[config.mk]
export PLATFORM = sky130hd
export DESIGN_NAME = routing_matrix
export DESIGN_NICKNAME = d
export VERILOG_FILES = /design/src/rtl/fabric_pkg.sv /design/src/rtl/cfg_pkg.sv /design/src/rtl/routing_matrix.sv
export SDC_FILE = /design/constraint.sdc
export NUM_CORES = 1
export LEC_CHECK = 0
export ABC_AREA = 0
export BUFFER_PORTS_ARGS = -buffer_cell sky130_fd_sc_hd__buf_2
export CORE_UTILIZATION = 38
export DETAILED_ROUTE_END_ITERATION = 10
export PLACE_DENSITY = 0.82
export SKIP_LAST_GASP = 1
export SLEW_MARGIN = 25
export SYNTH_ARGS = -nofsm -noshare
export SYNTH_HDL_FRONTEND = slang
export SYNTH_SLANG_ARGS = --single-unit
[constraint.sdc]
create_clock -name vclk -period 1.1
set_clock_uncertainty 0.15 [all_clocks]
set_input_delay 0.11 -clock vclk [all_inputs]
set_output_delay 0.11 -clock vclk [all_outputs]
set_load 0.005 [all_outputs]
[src/rtl/fabric_pkg.sv]
package fabric_pkg;

   localparam int NUM_CLB     = 2;
   localparam int NUM_PAD_IN  = 4;
   localparam int NUM_PAD_OUT = 2;

   // X and Y for each block.
   localparam int NUM_CLB_OUT = 2 * NUM_CLB;

   // Pads first, then X0, Y0, X1, Y1.
   localparam int NUM_SRC     = NUM_PAD_IN + NUM_CLB_OUT;

   // Index into the routing source vector.
   typedef logic [$clog2(NUM_SRC)-1:0]     pin_src_t;

   // Index over X0, Y0, X1, Y1.
   typedef logic [$clog2(NUM_CLB_OUT)-1:0] pad_src_t;

   typedef logic [NUM_PAD_IN-1:0]          pad_in_t;
   typedef logic [NUM_PAD_OUT-1:0]         pad_out_t;

   typedef struct packed {
      logic a;
      logic b;
      logic c;
      logic d;
   } clb_pins_t;

   typedef struct packed {
      logic x;
      logic y;
   } clb_outs_t;

endpackage

[src/rtl/cfg_pkg.sv]
package cfg_pkg;

   import fabric_pkg::*;

   localparam int CFG_BITS = 100;

   typedef logic [15:0] lut_t;                          // Index {A,B,C,D}, A is the MSB.
   typedef logic [2:0]  pick_t;                         // Bit 2 A/B, bit 1 B/C, bit 0 C/DQ.
   typedef logic [1:0]  sel2_t;                         // 00 and 01 pick, 1x is the third.
   typedef logic [$clog2(CFG_BITS+1)-1:0] cfg_cnt_t;

   typedef enum logic [1:0] {
      comb_4in  = 2'b00,
      comb_two3 = 2'b01,
      comb_bsel = 2'b10
   } comb_mode_t;

   typedef struct packed {
      lut_t       lut;
      comb_mode_t comb_mode;
      pick_t      f_pick;
      pick_t      g_pick;
      logic       dq1_sel;                              // 0 D, 1 Q.
      logic       dq2_sel;
      sel2_t      s_sel;                                // A, F, 0.
      sel2_t      ce_sel;                               // G, C, always.
      sel2_t      r_sel;                                // D, G, 0.
      sel2_t      x_sel;                                // F, G, Q.
      sel2_t      y_sel;                                // Q, G, F.
   } clb_cfg_t;

   typedef struct packed {
      pin_src_t a;
      pin_src_t b;
      pin_src_t c;
      pin_src_t d;
   } route_cfg_t;

   typedef struct packed {
      clb_cfg_t   clb0;
      clb_cfg_t   clb1;
      route_cfg_t route0;
      route_cfg_t route1;
      pad_src_t   pad_sel0;
      pad_src_t   pad_sel1;
   } fabric_cfg_t;

endpackage

[src/rtl/routing_matrix.sv]
`timescale 1ns/1ps

module routing_matrix
   import fabric_pkg::*;
   import cfg_pkg::*;
(
   input  pad_in_t    pad_in,
   input  clb_outs_t  clb0_outs,
   input  clb_outs_t  clb1_outs,
   input  route_cfg_t route0,
   input  route_cfg_t route1,
   input  pad_src_t   pad_sel0,
   input  pad_src_t   pad_sel1,
   output clb_pins_t  clb0_pins,
   output clb_pins_t  clb1_pins,
   output pad_out_t   pad_out
);

   logic [NUM_CLB_OUT-1:0] clb_bits;
   logic [NUM_SRC-1:0]     src;

   function automatic clb_pins_t route_pins(route_cfg_t rt, logic [NUM_SRC-1:0] sv);
      clb_pins_t p;
      p.a = sv[rt.a];
      p.b = sv[rt.b];
      p.c = sv[rt.c];
      p.d = sv[rt.d];
      return p;
   endfunction

   // Bit 0 is X0, bit 3 is Y1.
   assign clb_bits = {clb1_outs.y, clb1_outs.x, clb0_outs.y, clb0_outs.x};

   assign src = {clb_bits, pad_in};                     // Pads at 0 to 3.

   assign clb0_pins = route_pins(route0, src);
   assign clb1_pins = route_pins(route1, src);

   assign pad_out[0] = clb_bits[pad_sel0];
   assign pad_out[1] = clb_bits[pad_sel1];

endmodule

==> metrics.md <==
| Metric | Value |
|---|---|
| Status | complete, but fails checks |
| Failing checks | negative setup slack |
| Utilization after layout | 85.2% |
| Global-route wire length before repair | 2.62 mm |
| Max Freq | 0.733 GHz |
| Largest net degree at the start of global routing | 10 |
| Placed inst area | 797 sq um |
| Worst Tran Pin Value | 0.0975 ns |
| Slew headroom | 93.5% |
| Worst EP arrival | 1.10 ns |
| VDD IR-drop max | 0.000244 V |
| Initial core utilization | 42.0% |
| Drt pass-1 iters | 4 |
| Gpl congestion | 0.757 |
| Layout Nets | 118 |
| Crit-path slowest cell | mux4_2 |
| IO Port Bufs | 46 |
| Post-synth cell types | 3 |
| Die ar. | 1650 sq um |
| Final ANT Viol Nets | 0 |
| Top-count cell post-synth | mux4_1 |
| CP max FO | 4 |
| Via count | 645 |
| Top cells by area, synth | mux4_1 (83%), mux2_2 (14%), mux2_4 (2.6%) |
| Syn Inst Count | 26 |
| Routed wire length | 2.42 mm |
| Fin. Hold Viols | 0 |
| Max-Cap Viols | 0 |
| Routed len/inst | 25.4 um |
| Number of fill cells in the layout | 61 |
| CP Class | input port to primary output |
| Post-route cell area | 1150 sq um |
| LEAKAGE | 0.515 nW |
| Syn Area/Cell | 21.8 sq um |
| Core ar. | 1350 sq um |
| Die H | 40.6 um |
| Initial antenna violation count | 0 |
| Minimum clock period | 1.36 ns |
| Fraction of layout cells with a size suffix above 1 | 100% |
| Reg area | 0 sq um |
| Vias per cell | 6.79 |
| RSZ-0062 raised after global routing | true |
| Number of global-route vias before repair | 556 |
| Sequential-to-total area share from yosys stat | 0% |
| Final WS setup | -0.265 ns |
| Mapped Nets | 62 |
| ANT cells | 0 |
| Post-CTS Hold Buffers | 0 |
| Power per cell area | 470 nW/um^2 |
| Startpoint types | input port |
| Critical Path End Type | primary output |
| IO Pins | 46 |
| Share of the synthesized area in the top cell type | 83.4% |
| Final setup fails | 10 |
| Commonest cells post-synth | mux4_1 (18), mux2_2 (7), mux2_4 (1) |
| Initial DRC Count | 30 |
| Synthesis-to-layout area growth | 103% |
| Hold Crit Class | input port to primary output |
| Die W | 40.6 um |
| Most area-hungry cell type in the Yosys netlist | mux4_1 |
| Worst-path cell chain | clkbuf_16 > mux4_2 > mux2_4 > buf_6 |
| Tcrit/Tclk final | 124% |
| Aggregate global routing overflow | 0 |
| Pins Over Slew Limit | 0 |
| Num sequential | 0 |
| Syn. warnings | 0 |
| Critical Path Max Stage Delay | 0.46 ns |
| Total global-route track usage | 24.4% |
| Post-Syn Area | 567 sq um |
| Rows | 13 |
| DRC violations left | 0 |
| Crit path required time | 0.84 ns |
| # clk buffers | 0 |
path summary, 6_finish.rpt:
kind                         start      endpoint  cells after the start
worst max-delay path  clb0_outs[1]  clb0_pins[2]                      4
worst min-delay path    route0[10]  clb0_pins[3]                      3
routing by layer:
layer	wire, um	track usage, %
met5	0	0
met4	105	1.67
met3	172	1.09
met2	1340	49.6
met1	794	28.7
report_power, final:
part | switching, mW | total, mW | internal (mW) | leakage, nW
clock | 0 | 0 | 0 | 0
combinational | 0.154 | 0.541 | 0.387 | 0.515
sequential | 0 | 0 | 0 | 0
total | 0.154 | 0.541 | 0.387 | 0.515
area by class of cell:
cell class | count | area (sq um) | share of cell area [%]
Multi-Input combinational cell | 26 | 526 | 45.7
Tap cell | 15 | 18.8 | 1.63
Timing Repair Buffer | 54 | 606 | 52.7
cell families after synthesis:
family / count (synthesis) / synth area share [%]
muxes: 26 / 100
worst max-delay path: cells and delay by family:
family / cells / cell delay, ns
muxes: 2 / 0.75
buffers and inverters: 2 / 0.25
metrics by stage:
stage	setup WS, ns	TNS [ns]	hold slack, ns	power (mW)	instances
after floorplan	-0.00651	-0.0520	0.203	0.187	26
after global placement	-0.290	-2.56	0.386	0.345	89
after detailed placement	-0.311	-2.64	0.374	0.354	89
after CTS	-0.253	-1.98	0.383	0.467	92
after global routing	-0.301	-2.37	0.394	0.573	95
final	-0.265	-2.21	0.385	0.541	95
repair_timing:
item | CTS | global route
cloned | 1 | 3
resized for setup | 51 | 14
setup buffers | 2 | 3
pin swaps | 0 | 0
setup endpoints to repair | 10 | 10
placed cells by master, fill, tap and decap left out, drive strengths merged:
cell,instances
buf,51
mux4,18
mux2,8
clkbuf,3
(Power assumes the default switching activity.)
