`config.mk`:
```
export PLATFORM = sky130hd
export DESIGN_NAME = cfg_loader
export DESIGN_NICKNAME = d
export VERILOG_FILES = /design/src/rtl/fabric_pkg.sv /design/src/rtl/cfg_pkg.sv /design/src/rtl/cfg_loader.sv
export SDC_FILE = /design/constraint.sdc
export NUM_CORES = 1
export LEC_CHECK = 0
export BUFFER_PORTS_ARGS = -buffer_cell sky130_fd_sc_hd__buf_4
export CELL_PAD_IN_SITES_DETAIL_PLACEMENT = 1
export CELL_PAD_IN_SITES_GLOBAL_PLACEMENT = 1
export CORE_UTILIZATION = 40
export DETAILED_ROUTE_END_ITERATION = 7
export PLACE_DENSITY_LB_ADDON = 0.1
export SETUP_SLACK_MARGIN = 0.4
export SKIP_LAST_GASP = 1
export SLEW_MARGIN = 10
export SYNTH_ARGS = -nofsm -noshare
export SYNTH_HDL_FRONTEND = slang
export SYNTH_SLANG_ARGS = --single-unit
```
`constraint.sdc`:
```
create_clock -name KLK -period 2 [get_ports KLK]
set_input_delay 0.2 -clock KLK [delete_from_list [all_inputs] [get_ports KLK]]
set_output_delay 0.2 -clock KLK [all_outputs]
set_load 0.02 [all_outputs]
```
`src/rtl/fabric_pkg.sv`:
```
package fabric_pkg;

   localparam int NUM_CLB     = 2;
   localparam int NUM_PAD_IN  = 4;
   localparam int NUM_PAD_OUT = 2;

   // X and Y for each block.
   localparam int NUM_CLB_OUT = 2 * NUM_CLB;

   // Pads first, then X0, Y0, X1, Y1.
   localparam int NUM_SRC     = NUM_PAD_IN + NUM_CLB_OUT;

   // Index into the routing source vector.
   typedef logic [$clog2(NUM_SRC)-1:0]     pin_src_t;

   // Index over X0, Y0, X1, Y1.
   typedef logic [$clog2(NUM_CLB_OUT)-1:0] pad_src_t;

   typedef logic [NUM_PAD_IN-1:0]          pad_in_t;
   typedef logic [NUM_PAD_OUT-1:0]         pad_out_t;

   typedef struct packed {
      logic a;
      logic b;
      logic c;
      logic d;
   } clb_pins_t;

   typedef struct packed {
      logic x;
      logic y;
   } clb_outs_t;

endpackage

```
`src/rtl/cfg_pkg.sv`:
```
package cfg_pkg;

   import fabric_pkg::*;

   localparam int CFG_BITS = 100;

   typedef logic [15:0] lut_t;                          // Index {A,B,C,D}, A is the MSB.
   typedef logic [2:0]  pick_t;                         // Bit 2 A/B, bit 1 B/C, bit 0 C/DQ.
   typedef logic [1:0]  sel2_t;                         // 00 and 01 pick, 1x is the third.
   typedef logic [$clog2(CFG_BITS+1)-1:0] cfg_cnt_t;

   typedef enum logic [1:0] {
      comb_4in  = 2'b00,
      comb_two3 = 2'b01,
      comb_bsel = 2'b10
   } comb_mode_t;

   typedef struct packed {
      lut_t       lut;
      comb_mode_t comb_mode;
      pick_t      f_pick;
      pick_t      g_pick;
      logic       dq1_sel;                              // 0 D, 1 Q.
      logic       dq2_sel;
      sel2_t      s_sel;                                // A, F, 0.
      sel2_t      ce_sel;                               // G, C, always.
      sel2_t      r_sel;                                // D, G, 0.
      sel2_t      x_sel;                                // F, G, Q.
      sel2_t      y_sel;                                // Q, G, F.
   } clb_cfg_t;

   typedef struct packed {
      pin_src_t a;
      pin_src_t b;
      pin_src_t c;
      pin_src_t d;
   } route_cfg_t;

   typedef struct packed {
      clb_cfg_t   clb0;
      clb_cfg_t   clb1;
      route_cfg_t route0;
      route_cfg_t route1;
      pad_src_t   pad_sel0;
      pad_src_t   pad_sel1;
   } fabric_cfg_t;

endpackage

```
`src/rtl/cfg_loader.sv`:
```
`timescale 1ns/1ps

module cfg_loader
   import cfg_pkg::*;
(
   input  logic        KLK,
   input  logic        arst_n,
   input  logic        cfg_start,
   input  logic        cfg_valid,
   input  logic        cfg_data,
   output fabric_cfg_t active_cfg,
   output logic        clb_clear,
   output logic        cfg_done
);

   logic [CFG_BITS-1:0] shadow;
   logic [CFG_BITS-1:0] shadow_next;
   cfg_cnt_t            bit_cnt;
   logic                take_bit;
   logic                last_bit;

   assign take_bit    = cfg_valid & ~cfg_done;          // Bits after the last are dropped.
   assign last_bit    = take_bit & (bit_cnt == cfg_cnt_t'(CFG_BITS - 1));
   assign shadow_next = {shadow[CFG_BITS-2:0], cfg_data};  // MSB first.

   // Blocks clear Q on the same edge as the configuration.
   assign clb_clear   = cfg_start;

   always_ff @(posedge KLK)
   begin
      if (cfg_start)
      begin
         shadow <= '0;
      end
      else if (take_bit)
      begin
         shadow <= shadow_next;
      end
   end

   always_ff @(posedge KLK or negedge arst_n)
   begin
      if (!arst_n)
      begin
         bit_cnt  <= '0;
         cfg_done <= 1'b0;
      end
      else if (cfg_start)
      begin
         bit_cnt  <= '0;
         cfg_done <= 1'b0;
      end
      else if (take_bit)
      begin
         bit_cnt  <= bit_cnt + 1'b1;
         cfg_done <= last_bit;
      end
   end

   always_ff @(posedge KLK or negedge arst_n)
   begin
      if (!arst_n)
      begin
         active_cfg <= '0;
      end
      else if (cfg_start)
      begin
         active_cfg <= '0;                              // Fabric idles while loading.
      end
      else if (last_bit)
      begin
         active_cfg <= fabric_cfg_t'(shadow_next);
      end
   end

endmodule

```
==> flow_summary_export.csv, run 1 <==
group,metric,value,unit
status,outcome,"complete, no violations",
power_and_ir_drop,intPower,6.74,mW
power_and_ir_drop,p_seq_share,48.3,%
clocking,cts_buffers,23,
yosys,yosysWarnings,0,
die,dieArea,22700,µm²
yosys,netlist_area,8840,µm²
sta,slew_headroom,57.0,%
sta,worst_pin_slew,645,ps
grt,grt-ovfl-total,0,
sta,hold_viol_final,0,
setup_path,startpoint_type,"flop",
grt,grt_max_degree,109,
power_and_ir_drop,clkPwrFrac,47.8,%
cells_and_area,final_layout_size_suffix_gt1_share,18.4,%
setup_path,crit_required,2420,ps
hold_path,min_path_type,"primary input to flop",
setup_path,crit_arrival,2070,ps
setup_path,endpoint_kind,"flop",
clocking,path_clk_slew,60,ps
yosys,seq_area_frac_synth,53.0,%
die,num_rows,54,
sta,timing.fmax,605,MHz
sta,min_period,1650,ps
clocking,cts_sinks,207,
place,hpwl,11300,µm
route,via_per_inst,4.86,
setup_path,startpoint,"bit_cnt[1]",
clocking,cts_tree,"yes",
die,die_y,151,µm
setup_path,worst-setup-path-type,"flop to flop",
clocking,clock_latency,510,ps
cells_and_area,fin_area,11000,µm²
route,dr.first_iter.drc_count,268,
power_and_ir_drop,powerDensity,785,nW/µm²
grt,first_global_vias,6325,
route,drtAntennaViolNets,0,
route,drc,0,
run,cap_viol_max_count,0,
cells_and_area,nets,1010,
power_and_ir_drop,p_sw_share,22.0,%
yosys,synth_top_area_cell,"dfrtp_1",
yosys,synth.net_count,910,
yosys,synth_top_area_share,30.6,%
place,port_buffers,106,
die,dieWidth,151,µm
route,wl,20600,µm
place,place.gp.congestion,0.669,
yosys,netlist_instances,904,
hold_path,holdCritStartpoint,"cfg_start",
die,io_pins,107,
yosys,ys_ff_latch,207,
grt,gr-usage-all-layers,17.4,%
die,initial_core_util,40.6,%
sta,slew_violations,0,
sta,skew,11.1,ps
route,drtPass1Iterations,4,
cells_and_area,area_delta_synth_final,24.5,%
setup_path,cp_max_fo,6,
cells_and_area,diodes,0,
sta,setup_tns,0,ps
clocking,htree_levels,1,
cells_and_area,fillers,2435,
die,core,21800,µm²
route,vias,6316,
yosys,avgSynthCellArea,9.78,µm²
grt,antenna_found_initial,0,
sta,grt_setup_unrepaired,"yes",
power_and_ir_drop,leakagePower,4.26,nW
clocking,cts_max_path_buffers,3,
sta,period_share,82.6,%
place,placed_area,9870,µm²
power_and_ir_drop,p_comb_share,3.9,%
clocking,root_buffer,"clkbuf_16",
yosys,ys_types,29,
power_and_ir_drop,p_sw,1.90,mW
route,post_drt_wl_per_cell,15.8,µm
power_and_ir_drop,peakVddDrop,688,µV
yosys,synthTopCellsByArea,"dfrtp_1 (31%), dfxtp_1 (22%), nand2b_1 (14%), mux2i_1 (11%), nand2_1 (8.5%)",
setup_path,rr_startpoint,"bit_cnt[1]",
sta,setup_viol,0,
grt,grt_first_pass_wirelength,32100,µm
-- through the flow --
stage                     total power, mW  instances  util (%)  setup slack [ps]  hold WS [ps]
after floorplan                      4.45        904         -               409         -95.6
after global placement               4.58       1239      45.4               215           350
after detailed placement             4.58       1239      45.4               126           348
after CTS                            8.78       1288      49.4               366          56.7
after global routing                 8.96       1300      50.6               274          86.6
final                                8.64       1300      50.6               347          74.0
-- registers in the layout (all words and copies together) (netlist names) --
| name | count |
|---|---|
| active_cfg | 100 |
| shadow | 99 |
| bit_cnt | 7 |
| cfg_done | 1 |
-- final timing paths --
kind / to / slack, ps / cells after the start
max: active_cfg[85] / 350 / 7
min: shadow[35] / 70 / 2
max reg2reg: active_cfg[85] / 350 / 7
min reg2reg: shadow[76] / 460 / 2
max in group asynchronous: active_cfg[8] / 1180 / 3
min in group asynchronous: active_cfg[54] / 340 / 3
-- power groups by stage --
stage | combinational [mW] | sequential, mW | clock [mW]
2_1_floorplan | 0.194 | 4.25 | 0
3_3_place_gp | 0.331 | 4.25 | 0
3_5_place_dp | 0.332 | 4.25 | 0
4_1_cts | 0.346 | 4.17 | 4.27
5_1_grt | 0.373 | 4.17 | 4.42
6_report | 0.335 | 4.17 | 4.13
-- layout by cell type (no fill, tap or decap), types with 2 or more instances in the layout --
cell,netlist,final
clkbuf_16,0,28
nand2b_4,0,2
xnor2_1,2,2
nand2b_1,202,200
buf_12,9,16
buf_16,0,3
mux2_2,2,2
dlygate4sd3_1,0,2
nor2b_1,3,2
mux2i_1,100,96
buf_6,1,2
dfxtp_1,99,99
clkbuf_1,41,6
nand2_1,201,201
buf_4,2,112
a21oi_1,102,102
dfrtp_1,108,108
buf_8,0,2
nor2_1,4,4
mux2i_2,0,4
clkbuf_8,0,9
-- worst max-delay path, stage by stage, from the launching register on --
cell and delay, ps:
dfrtp_1 390, ha_4 170, nand4b_4 120, nor4_4 160
buf_6 200, buf_8 150, buf_12 130, mux2i_2 230
-- cell families (layout without fill, tap and decap cells) --
kind of cell / after synthesis / count (layout) / share of synthesized area, %
AOI/OAI and AO/OA: 105 / 105 / 6.03
xor gates and xnor gates: 2 / 2 / 0.198
adders and majority gates: 1 / 1 / 0.142
buffers and inverters: 69 / 184 / 4.92
DFF: 207 / 207 / 53.0
muxes: 102 / 102 / 11.6
and+or+nand+nor: 418 / 419 / 24.1
-- area by class of cell --
class / instances / area, µm² / share of cell area [%]
clock inverter: 3 / 22.5 / 0.205
clock buffer: 38 / 722 / 6.56
timing repair buffer: 142 / 1440 / 13.1
inverter: 1 / 3.75 / 0.0341
sequential: 207 / 4680 / 42.6
multi-input combinational: 629 / 3780 / 34.3
tap: 280 / 350 / 3.18
-- Yosys cell counts (all sizes together) --
cell,count
a21oi,102
buf,27
clkbuf,41
dfrtp,108
dfxtp,99
ha,1
inv,1
mux2,2
mux2i,100
nand2,201
nand2b,202
nand3,1
nand3b,1
nand4,1
nand4b,1
nor2,4
nor2b,3
nor3,1
nor4,1
o21ai,1
o21ba,1
o31ai,1
or3,1
or4,1
xnor2,2
-- what timing repair did --
| action | CTS | global route |
|---|---|---|
| pin swaps | 2 | 0 |
| gates resized for setup | 7 | 12 |
| hold buffers | 2 | 0 |
| buffers inserted | 4 | 3 |
| endpoints found under the setup margin | 102 | 99 |
| cloned | 2 | 9 |
| endpoints found under the hold margin | 110 | 0 |
-- layer usage --
metal / vias to the layer above / track usage [%] / share of wire, %
met1: 3091 / 23.4 / 48
met4: 0 / 3.95 / 1.3
met3: 22 / 3.00 / 3.6
li1: 3118 / - / -
met5: - / 0 / 0
met2: 85 / 29.1 / 47
Note: power is estimated with default switching activity, not from simulation.
==> run 2: changes to the inputs <==
--- a/config.mk
+++ b/config.mk
@@ -5,6 +5,7 @@
 export SDC_FILE = /design/constraint.sdc
 export NUM_CORES = 1
 export LEC_CHECK = 0
+export ABC_AREA = 1
 export BUFFER_PORTS_ARGS = -buffer_cell sky130_fd_sc_hd__buf_4
 export CELL_PAD_IN_SITES_DETAIL_PLACEMENT = 1
 export CELL_PAD_IN_SITES_GLOBAL_PLACEMENT = 1
==> constraint.sdc (replaced) <==
create_clock -name KLK -period 1.73 [get_ports KLK]
set_input_delay 0.173 -clock KLK [delete_from_list [all_inputs] [get_ports KLK]]
set_output_delay 0.173 -clock KLK [all_outputs]
set_load 0.02 [all_outputs]
==> run 2 against run 1 <==
Synthesized cell count down 9.6%. Non-clock buffer count up 41. Register-to-register slack worse by 240 ps. Combinational power up 140%. Cell count fell by 4.4%. Setup slack worse by 240 ps. Utilization grew 7.3 points. Clock power up 10%. Routed wire length is 26% higher. Clock skew barely moved. Final area increased by 2.4%.
==> flow_summary_export.csv, run 2 <==
group,metric,value,unit
status,outcome,"complete, no violations",
power_and_ir_drop,clkPwrFrac,43.7,%
yosys,synth_top_family_by_area,"compound AO/OA/AOI/OAI gates",
sta,timing.fmax,616,MHz
sta,grt_setup_unrepaired,"yes",
yosys,synth.area.mux_share,0,%
setup_path,crit_arrival,2050,ps
sta,slew_violations,0,
yosys,netlist_area,7950,µm²
clocking,path_clk_slew,60,ps
sta,hold_viol_final,0,
place,port_buffers,106,
yosys,synth_top_flop_cell,"dfrtp_1",
yosys,synth_compound_area_share,23.5,%
route,drtAntennaViolNets,0,
route,via_per_inst,5.33,
cells_and_area,diodes,0,
cells_and_area,largest_registers,"active_cfg x100, shadow x99, bit_cnt x7",
yosys,synth_adder_area_share,0.157,%
sta,slew_headroom,56.8,%
die,core,19500,µm²
sta,setup_tns,0,ps
place,hpwl,11400,µm
yosys,avgSynthCellArea,9.73,µm²
power_and_ir_drop,p_seq_share,48.5,%
yosys,yosysWarnings,0,
power_and_ir_drop,intPower,7.90,mW
yosys,ys_types,20,
power_and_ir_drop,powerDensity,924,nW/µm²
power_and_ir_drop,peakVddDrop,590,µV
hold_path,min_path_type,"primary input to flop",
cells_and_area,largest_register,"active_cfg",
sta,min_period,1620,ps
yosys,ys_ff_latch,207,
yosys,synthTopCellsByArea,"dfrtp_1 (34%), dfxtp_1 (25%), o21ai_2 (9.8%), o21ai_0 (7.2%), nand3_1 (6.6%)",
cells_and_area,nets,969,
setup_path,crit_required,2160,ps
route,post_drt_wl_per_cell,20.9,µm
cells_and_area,fillers,2072,
yosys,synth_top_area_share,34.0,%
power_and_ir_drop,p_comb_share,7.8,%
cells_and_area,final_layout_size_suffix_gt1_share,40.5,%
cells_and_area,largest_reg_flops,100,
place,placed_area,9000,µm²
clocking,clock_latency,500,ps
yosys,yosysMostFrequentCell,"o21ai_0",
cells_and_area,fin_area,11300,µm²
yosys,synth-simple-area-share,7.99,%
run,cap_viol_max_count,0,
route,drc,0,
sta,skew,10.9,ps
die,dieArea,20400,µm²
clocking,cts_buffers,22,
grt,grt_max_degree,114,
yosys,synth_common_cells,"o21ai_0 (115), dfrtp_1 (108), inv_1 (105), nand3_1 (105), a21oi_1 (102)",
place,place.gp.congestion,0.742,
yosys,synth_edf_count,0,
grt,grt_first_pass_wirelength,34500,µm
yosys,netlist_instances,817,
cells_and_area,final_cell_mix,"o21ai_2 (124), buf_4 (124), dfrtp_1 (107), inv_1 (103), nand3_1 (101)",
sta,setup_viol,0,
yosys,synth_top_area_cell,"dfrtp_1",
route,drtPass1Iterations,5,
yosys,synth.net_count,823,
cells_and_area,area_delta_synth_final,41.7,%
route,wl,26000,µm
clocking,root_buffer,"clkbuf_16",
route,dr.first_iter.drc_count,362,
route,vias,6627,
sta,period_share,93.8,%
sta,worst_pin_slew,649,ps
grt,gr-usage-all-layers,21.2,%
grt,antenna_found_initial,0,
setup_path,worst-setup-path-type,"flop to flop",
yosys,synth-xor-area-share,0,%
cells_and_area,final_core_util,57.9,%
grt,first_global_vias,6512,
setup_path,endpoint_kind,"flop",
cells_and_area,stdcell_count,1243,
yosys,seq_area_frac_synth,58.9,%
power_and_ir_drop,leakagePower,4.92,nW
place,dp.cells,1138,
die,die_y,143,µm
setup_path,cp_max_fo,9,
power_and_ir_drop,p_sw_share,24.2,%
clocking,cts_max_path_buffers,3,
grt,grt-ovfl-total,0,
clocking,htree_levels,1,
die,initial_core_util,40.9,%
yosys,asyncSetResetFlopFracSynth,52.2,%
clocking,cts_tree,"yes",
power_and_ir_drop,p_sw,2.52,mW
die,io_pins,107,
die,dieWidth,143,µm
die,num_rows,51,
setup_path,startpoint_type,"flop",
sta,hold_ws,161,ps
clocking,cts_sinks,207,
run 2: kinds of logic after synthesis:
kind of cell    count (synthesis)
compound gates                306
fa+ha+maj                       1
simple gates                  130
buf+inv                       173
flops                         207
run 2: path summary, 6_finish.rpt:
check	slack [ps]	end	from	depth (start not counted)
worst max-delay path	110	active_cfg[54]	bit_cnt[2]	8
worst min-delay path	160	bit_cnt[0]	cfg_valid	4
worst max register to register	110	active_cfg[54]	bit_cnt[2]	8
worst min register to register	480	active_cfg[48]	shadow[47]	2
max in group asynchronous	920	active_cfg[19]	arst_n	3
min in group asynchronous	320	bit_cnt[0]	arst_n	3
run 2: metal layers:
layer	vias up	share of wire [%]	GRT usage, %
li1	3049	-	-
met1	3379	43	28.3
met2	157	51	36.1
met3	42	4.2	3.45
met4	0	2.0	4.58
met5	-	0	0
run 2: what timing repair did:
action / 4_1_cts / 5_1_grt
resized for setup: 43 / 171
hold endpoints to repair: 111 / 0
gates cloned: 9 / 26
pin swaps: 3 / 17
hold buffers: 3 / 0
buffers inserted: 13 / 15
setup endpoints to repair: 187 / 187
run 2: through the flow:
stage,total power [mW],setup WS [ps]
after floorplan,5.46,413
after global placement,5.62,158
after detailed placement,5.65,78.6
after CTS,10.2,245
after global routing,10.8,74.9
final,10.4,108
run 2: layout make-up:
cell class                      instances  area, µm²  share of cell area, %
Multi-Input combinational cell        441       3010                   26.7
Timing Repair Buffer                  183       2130                   18.9
Tap cell                              265        332                   2.94
Inverter                              108        423                   3.75
Sequential cell                       207       4690                   41.6
Clock buffer                           38        682                   6.05
Clock inverter                          1       5.00                 0.0444
run 2: power by group through the flow:
stage                     Combinational [mW]  Sequential [mW]  Clock (mW)
after floorplan                        0.353             5.11           0
after global routing                   0.882             5.07        4.82
after detailed placement               0.525             5.13           0
after CTS                              0.566             5.03        4.63
final                                  0.809             5.06        4.55
after global placement                 0.500             5.12           0
run 2: worst max-delay path: stages (launching register included):
cell,delay (ps)
dfrtp_1,420
inv_2,100
nand2_1,120
nor2_4,160
buf_6,110
nand3_4,140
buf_6,200
clkbuf_16,180
o21ai_2,120
