### src/rtl/fabric_pkg.sv
package fabric_pkg;

   localparam int NUM_CLB     = 2;
   localparam int NUM_PAD_IN  = 4;
   localparam int NUM_PAD_OUT = 2;

   // X and Y for each block.
   localparam int NUM_CLB_OUT = 2 * NUM_CLB;

   // Pads first, then X0, Y0, X1, Y1.
   localparam int NUM_SRC     = NUM_PAD_IN + NUM_CLB_OUT;

   // Index into the routing source vector.
   typedef logic [$clog2(NUM_SRC)-1:0]     pin_src_t;

   // Index over X0, Y0, X1, Y1.
   typedef logic [$clog2(NUM_CLB_OUT)-1:0] pad_src_t;

   typedef logic [NUM_PAD_IN-1:0]          pad_in_t;
   typedef logic [NUM_PAD_OUT-1:0]         pad_out_t;

   typedef struct packed {
      logic a;
      logic b;
      logic c;
      logic d;
   } clb_pins_t;

   typedef struct packed {
      logic x;
      logic y;
   } clb_outs_t;

endpackage

### src/rtl/cfg_pkg.sv
package cfg_pkg;

   import fabric_pkg::*;

   localparam int CFG_BITS = 100;

   typedef logic [15:0] lut_t;                          // Index {A,B,C,D}, A is the MSB.
   typedef logic [2:0]  pick_t;                         // Bit 2 A/B, bit 1 B/C, bit 0 C/DQ.
   typedef logic [1:0]  sel2_t;                         // 00 and 01 pick, 1x is the third.
   typedef logic [$clog2(CFG_BITS+1)-1:0] cfg_cnt_t;

   typedef enum logic [1:0] {
      comb_4in  = 2'b00,
      comb_two3 = 2'b01,
      comb_bsel = 2'b10
   } comb_mode_t;

   typedef struct packed {
      lut_t       lut;
      comb_mode_t comb_mode;
      pick_t      f_pick;
      pick_t      g_pick;
      logic       dq1_sel;                              // 0 D, 1 Q.
      logic       dq2_sel;
      sel2_t      s_sel;                                // A, F, 0.
      sel2_t      ce_sel;                               // G, C, always.
      sel2_t      r_sel;                                // D, G, 0.
      sel2_t      x_sel;                                // F, G, Q.
      sel2_t      y_sel;                                // Q, G, F.
   } clb_cfg_t;

   typedef struct packed {
      pin_src_t a;
      pin_src_t b;
      pin_src_t c;
      pin_src_t d;
   } route_cfg_t;

   typedef struct packed {
      clb_cfg_t   clb0;
      clb_cfg_t   clb1;
      route_cfg_t route0;
      route_cfg_t route1;
      pad_src_t   pad_sel0;
      pad_src_t   pad_sel1;
   } fabric_cfg_t;

endpackage

### src/rtl/clb_cell.sv
`timescale 1ns/1ps

module clb_cell
   import fabric_pkg::*;
   import cfg_pkg::*;
(
   input  logic      KLK,
   input  logic      arst_n,
   input  clb_cfg_t  cfg,
   input  clb_pins_t pins,
   input  logic      clear,
   output clb_outs_t outs
);

   logic       q;
   logic       dq1;
   logic       dq2;
   logic [3:0] f_idx;
   logic [3:0] g_idx;
   logic       f;
   logic       g;
   logic       s;
   logic       r;
   logic       ce;

   function automatic logic pick3(sel2_t sel, logic in0, logic in1, logic in2);
      case (sel)
         2'b00:   return in0;
         2'b01:   return in1;
         default: return in2;
      endcase
   endfunction

   assign dq1 = cfg.dq1_sel ? q : pins.d;
   assign dq2 = cfg.dq2_sel ? q : pins.d;

   always_comb
   begin
      case (cfg.comb_mode)
         comb_4in:
         begin
            f_idx = {pins.a, pins.b, pins.c, dq1};
            g_idx = f_idx;
         end
         comb_two3:
         begin
            // Two 3-input functions, lower and upper half of the table.
            f_idx = {1'b0, cfg.f_pick[2] ? pins.b : pins.a,
                     cfg.f_pick[1] ? pins.c : pins.b, cfg.f_pick[0] ? dq1 : pins.c};
            g_idx = {1'b1, cfg.g_pick[2] ? pins.b : pins.a,
                     cfg.g_pick[1] ? pins.c : pins.b, cfg.g_pick[0] ? dq2 : pins.c};
         end
         default:
         begin
            f_idx = pins.b ? {1'b1, pins.a, pins.c, dq2} : {1'b0, pins.a, pins.c, dq1};
            g_idx = f_idx;                              // B picks the half.
         end
      endcase
   end

   assign f  = cfg.lut[f_idx];
   assign g  = cfg.lut[g_idx];

   assign s  = pick3(cfg.s_sel, pins.a, f, 1'b0);
   assign ce = pick3(cfg.ce_sel, g, pins.c, 1'b1);
   assign r  = pick3(cfg.r_sel, pins.d, g, 1'b0);

   always_ff @(posedge KLK or negedge arst_n)
   begin
      if (!arst_n)
         q <= 1'b0;
      else if (clear)
         q <= 1'b0;                                     // Reconfiguration start.
      else if (ce)
      begin
         if (r)
            q <= 1'b0;
         else if (s)
            q <= 1'b1;
         else
            q <= f;
      end
   end

   assign outs.x = pick3(cfg.x_sel, f, g, q);
   assign outs.y = pick3(cfg.y_sel, q, g, f);

endmodule

### config.mk
export PLATFORM = sky130hd
export DESIGN_NAME = clb_cell
export DESIGN_NICKNAME = d
export VERILOG_FILES = /design/src/rtl/fabric_pkg.sv /design/src/rtl/cfg_pkg.sv /design/src/rtl/clb_cell.sv
export SDC_FILE = /design/constraint.sdc
export NUM_CORES = 1
export LEC_CHECK = 0
export BUFFER_PORTS_ARGS = -buffer_cell sky130_fd_sc_hd__buf_2
export CORE_AREA = 2 2 51 53
export DETAILED_ROUTE_END_ITERATION = 10
export DIE_AREA = 0 0 53 55
export GPL_TIMING_DRIVEN = 1
export PLACE_DENSITY = 0.74
export SLEW_MARGIN = 20
export SYNTH_ARGS = -nofsm -noshare
export SYNTH_HDL_FRONTEND = slang
export SYNTH_SLANG_ARGS = --single-unit
### constraint.sdc
create_clock -name KLK -period 2.28 [get_ports KLK]
set_clock_uncertainty 0.1 [all_clocks]
set_input_delay 0.228 -clock KLK [delete_from_list [all_inputs] [get_ports KLK]]
set_output_delay 0.228 -clock KLK [all_outputs]
set_load 0.02 [all_outputs]
==> results by group, run 1 <==
Synth
  • Top cell type by total area after synthesis: mux2i_1
  • Net Count, Synth: ~180
  • Synth Register Bits: 1
  • Yosys cell types: between 40 and 50
  • Async SR Flop Fraction: 100%
  • Seq/Total Area, Yosys: under 10%
  • Synth top area share: a little under a tenth
  • Post-synth EDFFs: 0
  • Ys flop type: dfrtp_1
  • Synth warn: 0
  • Syn_area_per_cell: about 7.2 um2
  • Post-Syn Area: ~960 um2
  • Synth top area cells: mux2i_1, a31o_2, a21boi_0
  • Synthesized netlist cell count: around 130

Power
  • Power per cell area: 285 mW/mm2
  • Clk pwr share: 0%
  • Sequential share of power: slightly below 6%
  • Worst ir drop on vdd: between 300 and 400 uV
  • Pint: roughly 0.00024 W
  • Power consumption: about 0.00045 W
  • Sw Ratio: between 40% and 50%
  • P_sw: roughly 0.00021 W
  • Comb power frac: a little over nine tenths
  • Leak Pwr: around 0.69 nW

Layout
  • Area growth, synth to finish: 63.3%
  • Largest regs: q: 1 flops
  • Final Cell Area: about 0.0016 mm2
  • Layout cells sized above 1: roughly 56%
  • Max reg flops: 1
  • Reg with most FFs: q
  • Commonest non-fill, non-tap cell in the layout: buf_2
  • Ant diodes: 0
  • Most frequent cells in the layout: buf_2, buf_4, nand2_1
  • Layout Nets: 239

Global route
  • GRT Util Overall: 25.9%
  • Vias in the first global route: between 1000 and 1500
  • Initial antenna violation count: 0
  • Pin count of the biggest net entering global routing: 17
  • Global-route wire length before repair: ~5600 um
  • Grt ovf: 0

Die
  • Floorplan row count: 18
  • Core area: 0.00236 mm2
  • Starting density of the core: around two fifths
  • Die area: 0.00292 mm2
  • # IOs: 45
  • Die Y-Extent: around 55 um
  • Die X: ~53 um

Timing
  • Slew HR: between 50% and 60%
  • Max Fclk: between 0.3 and 0.4 GHz
  • Final Setup Violations: 3
  • Final hold violation count: 0
  • Slew Viols, Final: 0
  • Final worst-path cycle share: 110%
  • Tmin final: about 2.5 ns
  • Worst setup margin: -0.235 ns
  • Slew @ Worst Pin: 0.680 ns
  • RSZ-0062 raised after global routing: yes
  • Post-route setup TNS: -0.587 ns

Run
  • Max Cap Viol: 0

Critical path
  • Critical path buffers and inverters: 2
  • CP dominant cell by count: buf_6
  • CP startpoint kind: register
  • Crit-path cells: mux2i_2 > a31oi_4 > a21bo_4 > buf_6 > mux2_4 > o22ai_4 > nor4_4 > mux2i_1 > o21ai_2 > buf_6
  • Setup CP Type: reg -> out
  • Slowest stage delay, CP: between 0.4 and 0.5 ns
  • Critical path data required time: 1.95 ns
  • Top Family by Delay on Critical Path: compound AO/OA/AOI/OAI gates
  • Crit path DAT: about 2.2 ns
  • Crit end category: primary output
  • Max FO, Critical Path: 4
  • CP max-delay cell: dfrtp_1

Place
  • Placed Area: approximately 0.0013 mm2
  • I/O Buffers: 44
  • RD Place Congestion: between 0.8 and 0.9
  • Pre-CTS setup slack: -0.276 ns
  • Hpwl dp: about 2600 um

Clocking
  • CTS clk-pin slew, worst paths: 0 ns
  • Worst-Skew Late Latency: 0 ns

Routing
  • # DRC: 0
  • DR vias/cell: roughly 6.0
  • Post-Route WL: slightly below 4000 um
  • Mean routed wirelength per cell: around 17 um
  • Routed via count: roughly 1300
  • Drt first pass iters: 4
  • DRT antenna net count: 0
  • DR iter-0 viols: 34

Outcome
  • Failing checks: negative setup slack
  • Status: finished with violations

Hold path
  • Worst hold path class: in -> async
final timing paths:
| kind | endpoint | depth (start not counted) | slack [ns] | startpoint |
|---|---|---|---|---|
| worst min register to register | q | 3 | 0.67 | q |
| min in group KLK | q | 4 | 0.44 | cfg[7] |
| worst max-delay path | outs[0] | 10 | -0.23 | q |
| worst min-delay path | q | 2 | 0.43 | arst_n |
| max in group asynchronous | q | 2 | 1.57 | arst_n |
| worst max register to register | q | 10 | -0.15 | q |
through the flow:
stage,hold WS (ns),std cells,utilization [%]
2_1_floorplan,-0.168,133,-
3_3_place_gp,-0.0979,222,57.0
3_5_place_dp,-0.0956,222,57.0
4_1_cts,0.450,223,61.6
5_1_grt,0.452,224,66.1
6_report,0.431,224,66.1
power groups by stage:
stage / registers (W) / clock network [W] / logic, W
global placement: 0.0000238 / 0 / 0.000313
detailed placement: 0.0000242 / 0 / 0.000323
global route: 0.0000265 / 0 / 0.000442
finish: 0.0000256 / 0 / 0.000420
floorplan: 0.0000241 / 0 / 0.000204
CTS: 0.0000244 / 0 / 0.000362
routing by layer:
| metal | vias up | share of wire [%] | wire, um | global-route usage [%] |
|---|---|---|---|---|
| met5 | - | 0 | 0 | 0 |
| met4 | 0 | 3.7 | 142 | 12.0 |
| met3 | 14 | 5.2 | 199 | 1.61 |
| met2 | 61 | 53 | 2050 | 49.0 |
| met1 | 635 | 38 | 1460 | 29.9 |
| li1 | 637 | - | - | - |
synth_stat cells (2+ instances only):
cell and n:
nor2_1 8, a21oi_1 8, o21bai_1 2, inv_1 2, o21ai_0 3, a21boi_0 9
a311oi_1 2, a31o_2 8, nand3_1 2, clkbuf_1 5, mux2i_1 9, nor3b_1 4
mux2_4 2, nor2b_1 3, nand2b_1 7, nor4_2 2, nand3b_1 2, mux2_2 4
nor3_1 3, o22ai_1 5, a211oi_1 3, nand2_1 13, buf_6 3, o21ai_1 4
worst register-to-register path: cells and delay by family (launching register included):
family	cells	cell delay [ns]
AO/OA/AOI/OAI	5	0.85
multiplexers	2	0.57
flip-flops	1	0.41
buffers and inverters	2	0.30
AND/OR/NAND/NOR	1	0.05
layout make-up:
class	instances	area, um2
Multi-Input combinational cell	120	1020
Fill cell	190	802
Timing Repair Buffer	70	469
Tap cell	30	37.5
Sequential cell	1	25.0
Inverter	3	13.8
cell families (layout without fill, tap and decap cells):
group,after synthesis,in the layout,synth area share [%]
AOI/OAI and AO/OA,57,57,44.7
buffers and inverters,12,73,7.19
DFF,1,1,2.61
muxes,15,15,17.3
and+or+nand+nor,48,48,28.2
what timing repair did:
action	4_1_cts	5_1_grt
endpoints found under the hold margin	1	0
pin swaps	9	3
endpoints found under the setup margin	3	3
setup buffers	0	1
gates resized for setup	23	19
hold buffers	1	0
Note: power is estimated with default switching activity, not from simulation.
==> run 2, diff against run 1 <==
--- a/config.mk
+++ b/config.mk
@@ -6,11 +6,11 @@
 export NUM_CORES = 1
 export LEC_CHECK = 0
 export BUFFER_PORTS_ARGS = -buffer_cell sky130_fd_sc_hd__buf_2
-export CORE_AREA = 2 2 51 53
+export CORE_AREA = 2 2 49 51
 export DETAILED_ROUTE_END_ITERATION = 10
-export DIE_AREA = 0 0 53 55
+export DIE_AREA = 0 0 51 53
 export GPL_TIMING_DRIVEN = 1
-export PLACE_DENSITY = 0.74
+export PLACE_DENSITY = 0.77
 export SLEW_MARGIN = 20
 export SYNTH_ARGS = -nofsm -noshare
 export SYNTH_HDL_FRONTEND = slang
==> constraint.sdc (replaced) <==
create_clock -name KLK -period 2.7 [get_ports KLK]
set_clock_uncertainty 0.1 [all_clocks]
set_input_delay 0.27 -clock KLK [delete_from_list [all_inputs] [get_ports KLK]]
set_output_delay 0.27 -clock KLK [all_outputs]
set_load 0.02 [all_outputs]
==> results by group, run 2 (synthesis results as in run 1) <==
Routing
  • DRT antenna net count: 0
  • Drt first pass iters: 4
  • DR iter-0 viols: 35
  • DR vias/cell: ~6
  • Routed via count: around 1200
  • Post-Route WL: about 3000 um
  • Mean routed wirelength per cell: 14.8 um
  • # DRC: 0

Timing
  • Worst setup margin: between 0.09 and 0.1 ns
  • Tmin final: roughly 2.6 ns
  • Slew @ Worst Pin: about 0.50 ns
  • Max Fclk: between 0.3 and 0.4 GHz
  • Final Setup Violations: 0
  • Slew HR: roughly two thirds
  • Final hold violation count: 0
  • Slew Viols, Final: 0
  • Final worst-path cycle share: between 90% and 100%
  • Post-route setup TNS: 0 ns
  • RSZ-0062 raised after global routing: yes

Place
  • Pre-CTS setup slack: 0.0269 ns
  • I/O Buffers: 44
  • RD Place Congestion: 0.866
  • Hpwl dp: approximately 2300 um

Layout
  • Layout cells sized above 1: between 40% and 50%
  • Layout Nets: roughly 220
  • Area growth, synth to finish: 35.7%
  • Commonest non-fill, non-tap cell in the layout: buf_2
  • Max reg flops: 1
  • Fill cell total of the finished layout: around 210
  • Largest regs: q: 1 flops
  • Area of the multi-input gates: 937 um2
  • Most frequent cells in the layout: buf_2, nand2_1, a21boi_0
  • Ant diodes: 0
  • Reg with most FFs: q
  • FF+latch area: ~25 um2

Hold path
  • Worst hold path class: in -> async

Global route
  • GRT Util Overall: 20.7%
  • Global-route wire length before repair: around 4500 um
  • Pin count of the biggest net entering global routing: 17
  • Grt ovf: 0
  • Vias in the first global route: about 1000
  • Initial antenna violation count: 0

Power
  • Clk pwr share: 0%
  • Sequential share of power: under 10%
  • P_sw: about 0.00014 W
  • Pint: between 0.00015 and 0.0002 W
  • Worst ir drop on vdd: 139 uV
  • Leak Pwr: 0.566 nW
  • Power per cell area: roughly 230 mW/mm2
  • Comb power frac: approximately 93%
  • Sw Ratio: between 40% and 50%

Clocking
  • CTS clk-pin slew, worst paths: 0 ns
  • Worst-Skew Late Latency: 0 ns

Run
  • Max Cap Viol: 0

Critical path
  • CP startpoint kind: input port
  • Max FO, Critical Path: 4
  • Crit end category: primary output
  • Crit-path cells: buf_6 > mux2i_2 > mux2_4 > a21bo_4 > mux2i_4 > nor2_4 > nor4_4 > mux2i_1 > o21ai_1 > buf_4
  • Top Family by Delay on Critical Path: multiplexers
  • Critical path data required time: between 2 and 2.5 ns
  • Setup CP Type: in -> out
  • Critical path buffers and inverters: 2
  • Slowest stage delay, CP: 0.34 ns
  • CP max-delay cell: mux2_4
  • Crit path DAT: 2.24 ns

Die
  • Die X: a little over 50 um
  • Core area: around 0.0021 mm2
  • Die Y-Extent: around 53 um
  • Die area: 0.00270 mm2
  • Starting density of the core: 44.6%
  • Floorplan row count: 17
  • # IOs: 45

Outcome
  • Status: complete, no violations
-- run 2: cell count changes in the layout (fill, tap and decap cells not counted), moves of 2 or more --
cell and change:
buf_4 -16, buf_6 -5, mux2_2 +2, mux2_4 -2, mux2i_1 +4, mux2i_2 -3
o21ai_1 +2, o21ai_2 -2
-- run 2: layout make-up --
cell class | instances | area share, %
tap | 28 | 2.70
multi-input combinational | 120 | 72.2
inverter | 3 | 0.867
sequential | 1 | 1.93
timing repair buffer | 50 | 22.4
-- run 2: per-layer routing --
layer	vias up	share of wire (%)	track usage, %
met2	51	51	38.1
met5	-	0	0
met1	563	43	27.2
met3	6	4.6	0.847
li1	598	-	-
met4	0	1.3	2.70
-- run 2: what timing repair did --
action / 4_1_cts / 5_1_grt
setup buffers: 0 / 1
hold endpoints to repair: 1 / 0
endpoints found under the setup margin: 0 / 2
hold buffers: 1 / 0
resized for setup: 0 / 22
-- run 2: path summary, 6_finish.rpt --
check	startpoint	slack, ns	end	cells past startpoint
min in group KLK	cfg[7]	0.49	q	4
setup / recovery	pins[2]	0.09	outs[0]	10
setup reg to reg	q	0.36	q	8
hold reg to reg	q	0.55	q	2
max in group asynchronous	arst_n	1.93	q	2
hold / removal	arst_n	0.49	q	2
-- run 2: worst register-to-register path, cell delays in order, from the launching register on --
cell	delay (ns)
dfrtp_1	0.42
mux2i_1	0.13
a31oi_2	0.31
a21bo_4	0.23
nor3_1	0.06
o31a_1	0.34
nor4_1	0.30
a2bb2oi_1	0.21
o22ai_1	0.11
-- run 2: through the flow --
| stage | util (%) | std cells | area, um2 | hold slack [ns] | total power (W) |
|---|---|---|---|---|---|
| finish | 60.5 | 202 | 1300 | 0.486 | 0.000297 |
| detailed placement | 55.2 | 200 | 1180 | -0.0523 | 0.000256 |
| global route | 60.5 | 202 | 1300 | 0.499 | 0.000321 |
| floorplan | - | 133 | 957 | -0.126 | 0.000185 |
| CTS | 55.6 | 201 | 1190 | 0.486 | 0.000258 |
| global placement | 55.2 | 200 | 1180 | -0.0557 | 0.000248 |
-- run 2: power groups by stage --
stage / logic [W] / registers [W] / clock network [W]
after global placement: 0.000227 / 0.0000212 / 0
after global routing: 0.000299 / 0.0000222 / 0
final: 0.000275 / 0.0000218 / 0
after floorplan: 0.000165 / 0.0000203 / 0
after CTS: 0.000236 / 0.0000216 / 0
after detailed placement: 0.000234 / 0.0000219 / 0
==> run 3, diff against run 2 <==
--- a/config.mk
+++ b/config.mk
@@ -5,12 +5,14 @@
 export SDC_FILE = /design/constraint.sdc
 export NUM_CORES = 1
 export LEC_CHECK = 0
+export ABC_AREA = 1
 export BUFFER_PORTS_ARGS = -buffer_cell sky130_fd_sc_hd__buf_2
-export CORE_AREA = 2 2 49 51
+export CORE_AREA = 2 2 47 49
 export DETAILED_ROUTE_END_ITERATION = 10
-export DIE_AREA = 0 0 51 53
+export DIE_AREA = 0 0 49 51
 export GPL_TIMING_DRIVEN = 1
-export PLACE_DENSITY = 0.77
+export MAX_ROUTING_LAYER = met4
+export PLACE_DENSITY = 0.75
 export SLEW_MARGIN = 20
 export SYNTH_ARGS = -nofsm -noshare
 export SYNTH_HDL_FRONTEND = slang
==> results by group, run 3 <==
Outcome
  • Status: complete, no violations

Critical path
  • Slowest stage delay, CP: between 0.2 and 0.3 ns
  • Crit end category: primary output
  • Critical path data required time: approximately 2.3 ns
  • Crit path DAT: roughly 1.9 ns
  • Crit-path cells: buf_2 > inv_4 > nand2_4 > or2_1 > o21ai_2 > inv_2 > nand3_1 > nand3_1 > nand3_1 > nand2_1 > a22o_1 > buf_2
  • CP max-delay cell: o21ai_2
  • CP startpoint kind: input port
  • CP dominant cell by count: nand3_1
  • Max FO, Critical Path: 6
  • Setup CP Type: in -> out

Synth
  • Synth cell count leaders: nand3_1, nand2_1, inv_1, nor2_1, a21oi_1
  • Top cell type by total area after synthesis: nand3_1
  • Seq/Total Area, Yosys: under 10%
  • Synthesized netlist cell count: between 150 and 200
  • Synth Register Bits: 1
  • Post-synth EDFFs: 0
  • Syn_area_per_cell: 5.10 um2
  • Synth warn: 0
  • Count leader, synth: nand3_1
  • Async SR Flop Fraction: 100%
  • Net Count, Synth: just over 200
  • Synth top area share: approximately 29%
  • Ys flop type: dfrtp_1
  • Synth top area cells: nand3_1, nand2_1, inv_1
  • Yosys cell types: 23
  • Post-Syn Area: 821 um2

Routing
  • DR iter-0 viols: 17
  • Routed via count: about 1200
  • Mean routed wirelength per cell: between 9 and 10 um
  • DRT antenna net count: 0
  • Post-Route WL: between 2000 and 2500 um
  • # DRC: 0
  • Drt first pass iters: 4
  • DR vias/cell: a little under 5

Timing
  • Final hold violation count: 0
  • Tmin final: about 2.3 ns
  • Final Setup Violations: 0
  • Final worst-path cycle share: 85.0%
  • Final hold slack: around 0.48 ns
  • Post-route setup TNS: 0 ns
  • RSZ-0062 raised after global routing: no
  • Slew @ Worst Pin: between 0.3 and 0.4 ns
  • Max Fclk: around 0.44 GHz
  • Slew HR: about 77%
  • Slew Viols, Final: 0

Global route
  • GRT Util Overall: between 10% and 20%
  • Vias in the first global route: 965
  • Pin count of the biggest net entering global routing: 19
  • Grt ovf: 0
  • Global-route wire length before repair: roughly 3800 um
  • Initial antenna violation count: 0

Layout
  • Area of the multi-input gates: 669 um2
  • Layout Nets: 250
  • Fill cell total of the finished layout: ~250
  • Commonest non-fill, non-tap cell in the layout: nand3_1
  • Largest regs: q: 1 flops
  • Max reg flops: 1
  • Most frequent cells in the layout: nand3_1, buf_2, nand2_1
  • Reg with most FFs: q
  • Ant diodes: 0
  • FF+latch area: roughly 25 um2
  • Area growth, synth to finish: 30.9%
  • Layout cells sized above 1: 30.7%

Power
  • Leak Pwr: about 0.67 nW
  • Worst ir drop on vdd: between 100 and 150 uV
  • Sequential share of power: between 8 and 9%
  • P_sw: between 0.0001 and 0.00015 W
  • Sw Ratio: 56.4%
  • Clk pwr share: 0%
  • Pint: between 0.0001 and 0.00015 W
  • Comb power frac: approximately nine tenths
  • Power per cell area: 214 mW/mm2

Place
  • I/O Buffers: 44
  • Hpwl dp: roughly 1900 um
  • RD Place Congestion: roughly 0.89

Clocking
  • Worst-Skew Late Latency: 0 ns
  • Post-cts repair resize count: 0
  • CTS clk-pin slew, worst paths: 0 ns

Die
  • # IOs: 45
  • Die X: 49 um
  • Floorplan row count: 17
  • Die area: roughly 0.0025 mm2
  • Starting density of the core: about two fifths
  • Die Y-Extent: 51 um
  • Core area: a little over 0.002 mm2

Hold path
  • Worst hold path class: reg -> reg

Run
  • Max Cap Viol: 0
## run 3: through the flow
stage | total power, W | cell area [um2] | setup slack, ns | std cells | util [%]
floorplan | 0.000164 | 821 | 0.634 | 161 | -
global placement | 0.000227 | 1060 | 0.454 | 232 | 51.6
detailed placement | 0.000228 | 1060 | 0.431 | 232 | 51.6
CTS | 0.000229 | 1070 | 0.430 | 233 | 52.1
global route | 0.000258 | 1070 | 0.231 | 233 | 52.1
finish | 0.000230 | 1070 | 0.406 | 233 | 52.1
## run 3: area by class of cell
class | count | area share [%]
multi-input combinational | 129 | 62.3
timing repair buffer | 45 | 21.4
inverter | 30 | 10.7
sequential | 1 | 2.33
tap | 28 | 3.26
## run 3: worst paths after layout
kind | from | endpoint | slack (ns) | cells after the start
setup / recovery | cfg[19] | outs[0] | 0.41 | 12
hold / removal | q | q | 0.48 | 2
setup reg to reg | q | q | 0.77 | 14
hold reg to reg | q | q | 0.48 | 2
max in group asynchronous | arst_n | q | 1.89 | 2
min in group asynchronous | arst_n | q | 0.53 | 2
## run 3: critical path, delay by kind of cell
family / cells / cell delay (ns)
buffers and inverters: 4 / 0.49
AND/OR/NAND/NOR: 6 / 0.70
AO/OA/AOI/OAI: 2 / 0.46
## run 3: power groups by stage
| stage | registers, W | logic [W] | clock network (W) |
|---|---|---|---|
| detailed placement | 0.0000197 | 0.000208 | 0 |
| finish | 0.0000197 | 0.000210 | 0 |
| global placement | 0.0000196 | 0.000207 | 0 |
| global route | 0.0000203 | 0.000238 | 0 |
| floorplan | 0.0000191 | 0.000145 | 0 |
| CTS | 0.0000197 | 0.000210 | 0 |
## run 3: cell families (layout without fill, tap and decap cells)
group	Yosys count	after routing	synth area share [%]
and+or+nand+nor	115	115	70.0
buffers and inverters	31	75	15.4
DFF	1	1	3.05
AOI/OAI and AO/OA	14	14	11.6
## run 3: metal layers
| layer | part of all wire [%] | GRT usage [%] |
|---|---|---|
| met3 | 4.4 | 0.292 |
| met1 | 45 | 24.4 |
| met5 | 0 | - |
| met4 | 0 | 2.38 |
| met2 | 51 | 33.1 |
## run 3: what timing repair did
item	4_1_cts	5_1_grt
hold endpoints to repair	1	0
buffers inserted	0	0
hold buffers	1	0
